File: src/hw/pcore_rf_pkg.sv
// shared widths and types for pcore_rf; RV32I only (XLEN fixed at 32, 32 integer registers)
package pcore_rf_pkg;

    // architectural sizes
    localparam int XLEN      = 32;
    localparam int RF_AWIDTH = 5;
    localparam int RF_SIZE   = 32;

    // plain vector types
    typedef logic [XLEN-1:0]      xlen_t;     // one register value
    typedef logic [RF_AWIDTH-1:0] rf_addr_t;  // register index
    typedef logic [31:0]          instr_t;    // raw instruction word

    // write request into the shared write port
    // used by writeback, debug and the arbiter output alike
    typedef struct packed {
        logic     we;     // write strobe
        rf_addr_t addr;   // destination register
        xlen_t    data;   // value to store
    } rf_wr_req_t;        // 38 bits

    // registered result of operand fetch
    typedef struct packed {
        logic     valid;     // registered instr_valid_i
        xlen_t    rs1_data;  // first source operand
        xlen_t    rs2_data;  // second source operand
        rf_addr_t rd_addr;   // destination index for later stages
    } operand_pkt_t;         // 70 bits

endpackage : pcore_rf_pkg

File: src/hw/operand_fetch.sv
// operand fetch for RV32 formats with rs1/rs2/rd in standard slots; one packet per cycle, no back-pressure
`timescale 1ns/1ps

module operand_fetch import pcore_rf_pkg::*; (
    input  logic         clk,            // core clock
    input  logic         rst_n,          // sync reset, active low

    input  logic         instr_valid_i,  // instruction strobe
    input  instr_t       instr_i,        // instruction word

    // register file read side
    output rf_addr_t     rs1_addr_o,
    output rf_addr_t     rs2_addr_o,
    input  xlen_t        rs1_data_i,
    input  xlen_t        rs2_data_i,

    output operand_pkt_t operand_o       // registered packet, one cycle later
);

    rf_addr_t rd_addr;      // destination field
    logic     valid_q;      // registered strobe
    xlen_t    rs1_data_q;
    xlen_t    rs2_data_q;
    rf_addr_t rd_addr_q;

    // field extraction, fixed RISC-V positions
    assign rs1_addr_o = instr_i[19:15];
    assign rs2_addr_o = instr_i[24:20];
    assign rd_addr    = instr_i[11:7];

    // control
    always_ff @(posedge clk) begin
        if (!rst_n) begin
            valid_q <= 1'b0;
        end else begin
            valid_q <= instr_valid_i;
        end
    end

    // payload holds while no instruction arrives
    // read data already includes the falling-edge write of this cycle
    always_ff @(posedge clk) begin
        if (instr_valid_i) begin
            rs1_data_q <= rs1_data_i;
            rs2_data_q <= rs2_data_i;
            rd_addr_q  <= rd_addr;
        end
    end

    always_comb begin
        operand_o.valid    = valid_q;
        operand_o.rs1_data = rs1_data_q;
        operand_o.rs2_data = rs2_data_q;
        operand_o.rd_addr  = rd_addr_q;
    end

endmodule : operand_fetch

File: src/hw/reg_file.sv
// 32x32 register file; writes land on the falling clock edge, so a same-cycle read after it sees new data
`timescale 1ns/1ps

module reg_file import pcore_rf_pkg::*; (
    input  logic       clk,         // core clock
    input  logic       rst_n,       // sync reset, active low

    // read ports, combinational
    input  rf_addr_t   rs1_addr_i,  // rs1 index
    input  rf_addr_t   rs2_addr_i,  // rs2 index
    output xlen_t      rs1_data_o,  // rs1 value
    output xlen_t      rs2_data_o,  // rs2 value

    // single write port, granted by the arbiter
    input  rf_wr_req_t wr_req_i
);

    // storage
    xlen_t regs [RF_SIZE];

    logic rs1_nonzero;
    logic rs2_nonzero;
    logic wr_en;

    assign rs1_nonzero = |rs1_addr_i;
    assign rs2_nonzero = |rs2_addr_i;
    assign wr_en       = wr_req_i.we & (|wr_req_i.addr);  // x0 writes dropped here

    // x0 is hardwired, never read from the array
    assign rs1_data_o = rs1_nonzero ? regs[rs1_addr_i] : '0;
    assign rs2_data_o = rs2_nonzero ? regs[rs2_addr_i] : '0;

    // falling-edge write, half a cycle before the next rising edge samples the reads
    always_ff @(negedge clk) begin
        if (!rst_n) begin
            regs <= '{default: '0};  // whole array cleared while in reset
        end else if (wr_en) begin
            regs[wr_req_i.addr] <= wr_req_i.data;
        end
    end

endmodule : reg_file

File: src/hw/rf_subsys_top.sv
// register file subsystem top; operand latency one cycle, stalls combinational in the request cycle
`timescale 1ns/1ps

module rf_subsys_top import pcore_rf_pkg::*; (
    input  logic         clk,            // core clock
    input  logic         rst_n,          // sync reset, active low

    input  logic         instr_valid_i,  // decode strobe
    input  instr_t       instr_i,        // instruction word

    input  rf_wr_req_t   core_wr_i,      // writeback peer
    input  rf_wr_req_t   dbg_wr_i,       // debug peer

    output operand_pkt_t operand_o,      // fetched operands
    output logic         core_stall_o,   // writeback must retry
    output logic         dbg_busy_o      // debug must retry
);

    // fetch <-> register file
    rf_addr_t   rs1_addr;
    rf_addr_t   rs2_addr;
    xlen_t      rs1_data;
    xlen_t      rs2_data;

    rf_wr_req_t rf_wr;   // arbitrated write

    operand_fetch i_operand_fetch (
        .clk           (clk),
        .rst_n         (rst_n),
        .instr_valid_i (instr_valid_i),
        .instr_i       (instr_i),
        .rs1_addr_o    (rs1_addr),
        .rs2_addr_o    (rs2_addr),
        .rs1_data_i    (rs1_data),
        .rs2_data_i    (rs2_data),
        .operand_o     (operand_o)
    );

    rf_wr_arbiter i_rf_wr_arbiter (
        .clk          (clk),
        .rst_n        (rst_n),
        .core_wr_i    (core_wr_i),
        .dbg_wr_i     (dbg_wr_i),
        .rf_wr_o      (rf_wr),
        .core_stall_o (core_stall_o),
        .dbg_busy_o   (dbg_busy_o)
    );

    reg_file i_reg_file (
        .clk        (clk),
        .rst_n      (rst_n),
        .rs1_addr_i (rs1_addr),
        .rs2_addr_i (rs2_addr),
        .rs1_data_o (rs1_data),
        .rs2_data_o (rs2_data),
        .wr_req_i   (rf_wr)
    );

endmodule : rf_subsys_top

File: src/hw/rf_wr_arbiter.sv
// two-peer write arbiter; alternating priority on contested cycles, debug wins first after reset
`timescale 1ns/1ps

module rf_wr_arbiter import pcore_rf_pkg::*; (
    input  logic       clk,           // core clock
    input  logic       rst_n,         // sync reset, active low

    input  rf_wr_req_t core_wr_i,     // writeback request
    input  rf_wr_req_t dbg_wr_i,      // debug request

    output rf_wr_req_t rf_wr_o,       // to reg_file write port
    output logic       core_stall_o,  // core lost this cycle
    output logic       dbg_busy_o     // debug lost this cycle
);

    logic dbg_prio;    // high: debug wins the next contest
    logic contested;   // both peers asking at once
    logic dbg_grant;   // select for the output mux

    assign contested = core_wr_i.we & dbg_wr_i.we;

    // debug takes the port when alone, or when contested and it holds priority
    always_comb begin
        if (contested) begin
            dbg_grant = dbg_prio;
        end else begin
            dbg_grant = dbg_wr_i.we;
        end
    end

    // addresses are not inspected, x0 is filtered in the register file
    always_comb begin
        rf_wr_o    = dbg_grant ? dbg_wr_i : core_wr_i;
        rf_wr_o.we = core_wr_i.we | dbg_wr_i.we;  // low when nobody requests
    end

    // loser sees its stall in the request cycle itself
    assign core_stall_o = contested & dbg_prio;
    assign dbg_busy_o   = contested & ~dbg_prio;

    // last-winner flop, flipped only on contested cycles
    always_ff @(posedge clk) begin
        if (!rst_n) begin
            dbg_prio <= 1'b1;
        end else if (contested) begin
            dbg_prio <= ~dbg_prio;
        end
    end

endmodule : rf_wr_arbiter

File: config.mk
export PLATFORM = sky130hd
export DESIGN_NAME = rf_subsys_top
export DESIGN_NICKNAME = d
export VERILOG_FILES = /design/src/hw/pcore_rf_pkg.sv /design/src/hw/operand_fetch.sv /design/src/hw/reg_file.sv /design/src/hw/rf_subsys_top.sv /design/src/hw/rf_wr_arbiter.sv
export SDC_FILE = /design/constraint.sdc
export NUM_CORES = 2
export LEC_CHECK = 0
export ABC_AREA = 0
export ABC_CLOCK_PERIOD_IN_PS = 3900
export BUFFER_PORTS_ARGS = -buffer_cell sky130_fd_sc_hd__buf_2
export CAP_MARGIN = 5
export CORE_AREA = 2 2 353 355
export CTS_CLUSTER_SIZE = 40
export DETAILED_ROUTE_END_ITERATION = 6
export DIE_AREA = 0 0 355 357
export MAX_ROUTING_LAYER = met4
export PLACE_DENSITY = 0.72
export SLEW_MARGIN = 15
export SYNTH_ARGS = -nofsm -noshare
export SYNTH_HDL_FRONTEND = slang
export SYNTH_SLANG_ARGS = --single-unit
File: constraint.sdc
create_clock -name clk -period 3.9 [get_ports clk]
set_input_delay 0.195 -clock clk [delete_from_list [all_inputs] [get_ports clk]]
set_output_delay 0.195 -clock clk [all_outputs]
set_load 0.02 [all_outputs]
==> impl_summary.log <==
INFO  metric critical_path_sink_type = flip-flop
INFO  metric synthesis_warning_total = 0
INFO  metric drive_gt1_share = 22.3%
INFO  metric critical_path.max_fanout = 19
INFO  metric antenna_found_initial = 16
INFO  metric report.final.slew_viol_count = 0
INFO  metric regToRegSetupSlack = -0.42 ns
INFO  metric critical_path.reg2reg.startpoint = i_rf_wr_arbiter.dbg_prio$_SDFFE_PN1N_
INFO  metric first_global_vias = 49,800
INFO  metric most_common_cell_after_layout_fill_and_taps_aside = sky130_fd_sc_hd__mux2i_1
INFO  metric largest_net_degree_at_the_start_of_global_routing = 97
INFO  metric first_iter_violations = 6,518
INFO  metric final_critical_path_setup_slack = -0.423 ns
INFO  metric grt_setup_unrepaired = yes
INFO  metric totalWireLength = 204 mm
INFO  metric clk_latency = ~0.75 ns
INFO  metric fp.dieW = 355 microns
INFO  metric worst_slew_pin_slew = roughly 1.2 ns
INFO  metric min-delay-path-class = input port to flip-flop
INFO  metric power.density_cell_area = 434 mW/mm^2
INFO  metric floorplan.die_area = 0.127 sq mm
INFO  metric hold_depth = 1
INFO  metric detailroute.via_count = 48,900
INFO  metric skew = 0.0457 ns
INFO  metric route.detailed.vias_per_inst = 6.13
INFO  metric wirelength_met1 = roughly 75 mm
INFO  metric synthesis.area_per_instance = 11.2 sq um
INFO  metric topRoutingLayerUsed = met4
INFO  metric cts-buffers-inserted = around 110
INFO  metric final_ant_viol_nets = 0
INFO  metric met3RoutedLength = 27.5 mm
INFO  metric power_leakage = approximately 32 nW
INFO  metric floorplan.io_pins = 183
INFO  metric critPathKind = flip-flop to flip-flop
INFO  metric worst_r2r_endpoint = i_reg_file.regs[330]$_SDFFE_NN0P_
INFO  metric floorplan.core_area = approximately 0.12 sq mm
INFO  metric failed_checks = negative setup slack
INFO  metric ctsHtreeMaxLevel = 3
INFO  metric yosys_most_used_dff = sky130_fd_sc_hd__dfxtp_1
INFO  metric hpwlAfterDp = 117 mm
INFO  metric internal_power = 0.0206 W
INFO  metric combinationalPowerShare = 9.8%
INFO  metric switching_share = 32.6%
INFO  metric critical_path.startpoint_type = flip-flop
INFO  metric layout.nets = 6,340
INFO  metric clock_tree.root_cell = sky130_fd_sc_hd__clkbuf_16
INFO  metric grt_util_all_layers = 30.8%
INFO  metric share_seq_of_total_power = 38.3%
INFO  metric synth_cell_type_count = 53
INFO  metric min-delay-start = instr_valid_i
INFO  metric hold_viol = 0
INFO  metric p_clk_share = 51.9%
INFO  metric relSlewSlack = 20.3%
INFO  metric asyncSetResetFlopFracSynth = 0%
INFO  metric weighted_congestion_reported_at_the_end_of_routability_driven_placement = between 0.9 and 1
INFO  metric cts_tree = done
INFO  metric row_count = ~130
INFO  metric grt_first_pass_wirelength = approximately 290 mm
INFO  metric drt_first_pass_iters = 7
INFO  metric clk_transition_reported_paths = 0.07 ns
INFO  metric r2r.worst_path.cells = 7
INFO  metric design_power_total = approximately 0.031 W
INFO  metric finish.utilization = 57.3%
INFO  metric critical_path_required = 2.53 ns
INFO  metric worst-endpoint-arrival = 2.95 ns
INFO  metric fillers = 9,791
INFO  metric status = complete, but fails checks
INFO  metric io_buffer_count = 165
INFO  metric ys_seq_area_share = 41.0%
INFO  metric edff_count_synth = 69
INFO  metric starting_density_of_the_core = 44.8%
INFO  metric mostFrequentLayoutCells = 1,235 x sky130_fd_sc_hd__mux2i_1, 1,044 x sky130_fd_sc_hd__inv_1, 1,038 x sky130_fd_sc_hd__nand2_1, 1,024 x sky130_fd_sc_hd__dfxtp_1, 380 x sky130_fd_sc_hd__mux4_2
INFO  metric report.final.setup_viol = 1,021
INFO  metric min_to = i_operand_fetch.rd_addr_q[2]$_DFFE_PP_
INFO  metric max-cap-violations = 0
INFO  metric ys_seq_elements = 1,095
INFO  metric synthToLayoutAreaGrowth = 27.8%
INFO  metric dieHeight = 357 microns
INFO  metric drcViolationCount = 0
INFO  metric vdd_drop_max = between 0.0003 and 0.0004 V
INFO  metric detail_route.wl_per_cell = about 26 microns
INFO  metric power.switching = 0.00998 W
INFO  metric route.met2.wl = slightly below 90 mm
INFO  metric total_global_routing_overflow = 0
INFO  metric post_synth_inst_count = 4,925
INFO  metric number_of_sinks_on_the_clock_net = 1,095
INFO  metric syn_area = 0.0551 sq mm
INFO  metric synth.net_count = 5,036
INFO  metric cts-root-to-sink-buffers = 3
[cell families (layout without fill, tap and decap cells)]
family | count (synthesis) | count (layout) | synth area share (%)
other | 0 | 15 | 0
buffers and inverters | 539 | 1941 | 4.57
multiplexers | 1691 | 1693 | 39.5
AO/OA/AOI/OAI | 401 | 401 | 5.70
AND/OR/NAND/NOR | 1199 | 1199 | 9.21
flip-flops | 1095 | 1095 | 41.0
[repair_timing]
item / CTS / global route
cloned: 7 / 24
hold buffers: 9 / 0
buffers inserted: 17 / 27
hold endpoints to repair: 7 / 0
resized for setup: 49 / 119
pin swaps: 8 / 21
endpoints found under the setup margin: 1003 / 1042
[power groups by stage]
stage / combinational [W] / sequential, W / clock [W]
after floorplan: 0.00154 / 0.0119 / 0.00158
after global placement: 0.00272 / 0.0119 / 0.00158
after detailed placement: 0.00274 / 0.0119 / 0.00158
after CTS: 0.00280 / 0.0117 / 0.0160
after global routing: 0.00305 / 0.0117 / 0.0173
final: 0.00300 / 0.0117 / 0.0159
[cell usage after synthesis (2+ instances only)]
cell	count	share of area [%]
sky130_fd_sc_hd__or3_1	7	0.079
sky130_fd_sc_hd__edfxtp_1	69	3.8
sky130_fd_sc_hd__o211ai_1	3	0.041
sky130_fd_sc_hd__buf_2	109	0.99
sky130_fd_sc_hd__buf_1	28	0.19
sky130_fd_sc_hd__mux4_2	380	16
sky130_fd_sc_hd__a22o_1	103	1.6
sky130_fd_sc_hd__and3_1	2	0.023
sky130_fd_sc_hd__nor2_1	8	0.054
sky130_fd_sc_hd__nor4b_4	2	0.086
sky130_fd_sc_hd__nand2_1	1039	7.1
sky130_fd_sc_hd__mux2i_1	1248	23
sky130_fd_sc_hd__o21ai_0	12	0.11
sky130_fd_sc_hd__or4_1	10	0.14
sky130_fd_sc_hd__dfxtp_1	1026	37
sky130_fd_sc_hd__nand3_1	5	0.045
sky130_fd_sc_hd__buf_4	48	0.65
sky130_fd_sc_hd__a311oi_1	3	0.048
sky130_fd_sc_hd__a2111oi_0	58	0.92
sky130_fd_sc_hd__and2_1	36	0.41
sky130_fd_sc_hd__nand4_1	3	0.034
sky130_fd_sc_hd__o31ai_1	2	0.027
sky130_fd_sc_hd__a211oi_1	54	0.74
sky130_fd_sc_hd__nor4_4	12	0.46
sky130_fd_sc_hd__buf_6	24	0.49
sky130_fd_sc_hd__clkbuf_1	325	2.2
sky130_fd_sc_hd__o221ai_1	54	0.86
sky130_fd_sc_hd__nor2b_1	7	0.079
sky130_fd_sc_hd__nor3_1	57	0.52
sky130_fd_sc_hd__a221oi_1	12	0.19
sky130_fd_sc_hd__o22ai_1	55	0.62
sky130_fd_sc_hd__nand2b_1	3	0.034
sky130_fd_sc_hd__a22oi_1	11	0.15
sky130_fd_sc_hd__mux2_2	62	1.3
sky130_fd_sc_hd__nand4b_2	2	0.054
sky130_fd_sc_hd__a21oi_1	25	0.23
sky130_fd_sc_hd__inv_1	5	0.034
[worst max path at each step]
| stage | from | endpoint | slack [ns] | cells past startpoint |
|---|---|---|---|---|
| 2_1_floorplan | i_rf_wr_arbiter.dbg_prio$_SDFFE_PN1N_ | i_reg_file.regs[468]$_SDFFE_NN0P_ | -0.23 | 9 |
| 3_3_place_gp | core_wr_i[37] | i_reg_file.regs[707]$_SDFFE_NN0P_ | -0.41 | 8 |
| 3_5_place_dp | core_wr_i[37] | i_reg_file.regs[712]$_SDFFE_NN0P_ | -0.46 | 8 |
| 4_1_cts | i_rf_wr_arbiter.dbg_prio$_SDFFE_PN1N_ | i_reg_file.regs[712]$_SDFFE_NN0P_ | -0.27 | 8 |
| 5_1_grt | i_rf_wr_arbiter.dbg_prio$_SDFFE_PN1N_ | i_reg_file.regs[330]$_SDFFE_NN0P_ | -0.41 | 7 |
| 6_report | i_rf_wr_arbiter.dbg_prio$_SDFFE_PN1N_ | i_reg_file.regs[330]$_SDFFE_NN0P_ | -0.42 | 7 |
[final cells by class]
| cell class | instances | area, sq um | area share, % |
|---|---|---|---|
| repair buffers | 697 | 7490 | 10.6 |
| multi-input cells | 3293 | 30500 | 43.3 |
| flip-flops and latches | 1095 | 22600 | 32.1 |
| clock buffers | 128 | 3040 | 4.32 |
| inverters | 4 | 15.0 | 0.0213 |
| well taps | 1637 | 2050 | 2.91 |
| diodes | 15 | 37.5 | 0.0533 |
| clock inverters | 1112 | 4660 | 6.62 |
[worst max-delay path: stages, from the launching register on]
cell and delay, ns:
sky130_fd_sc_hd__dfxtp_2 0.35, sky130_fd_sc_hd__nand2b_4 0.22, sky130_fd_sc_hd__nand2_8 0.12, sky130_fd_sc_hd__buf_4 0.17, sky130_fd_sc_hd__mux2_4 0.36, sky130_fd_sc_hd__or4_4 0.58
sky130_fd_sc_hd__buf_12 0.19, sky130_fd_sc_hd__mux2i_1 0.17
[registers in the layout, summed over array words and instances, names as in the netlist]
register and flops:
i_operand_fetch.rs2_data_q 32, i_operand_fetch.valid_q 1, i_reg_file.regs 1024, i_operand_fetch.rs1_data_q 32, i_rf_wr_arbiter.dbg_prio 1, i_operand_fetch.rd_addr_q 5
[through the flow]
| step | setup TNS, ns | worst slack (ns) | hold WS, ns | std cells | area (sq um) |
|---|---|---|---|---|---|
| final | -241.76 | -0.423 | 0.127 | 7981 | 70400 |
| after global routing | -274.98 | -0.407 | 0.129 | 7978 | 70400 |
| after CTS | -144.71 | -0.271 | 0.101 | 7917 | 69200 |
| after detailed placement | -181.42 | -0.460 | 0.374 | 6645 | 60900 |
| after global placement | -155.98 | -0.412 | 0.376 | 6645 | 60900 |
| after floorplan | -118.95 | -0.230 | 0.294 | 4925 | 55400 |
[layer usage]
metal / up-vias / global-route usage [%]
met3: 876 / 9.99
met2: 3448 / 46.1
met4: 0 / 17.2
li1: 20700 / -
met1: 23900 / 36.6
met5: - / -
(Power assumes the default switching activity.)
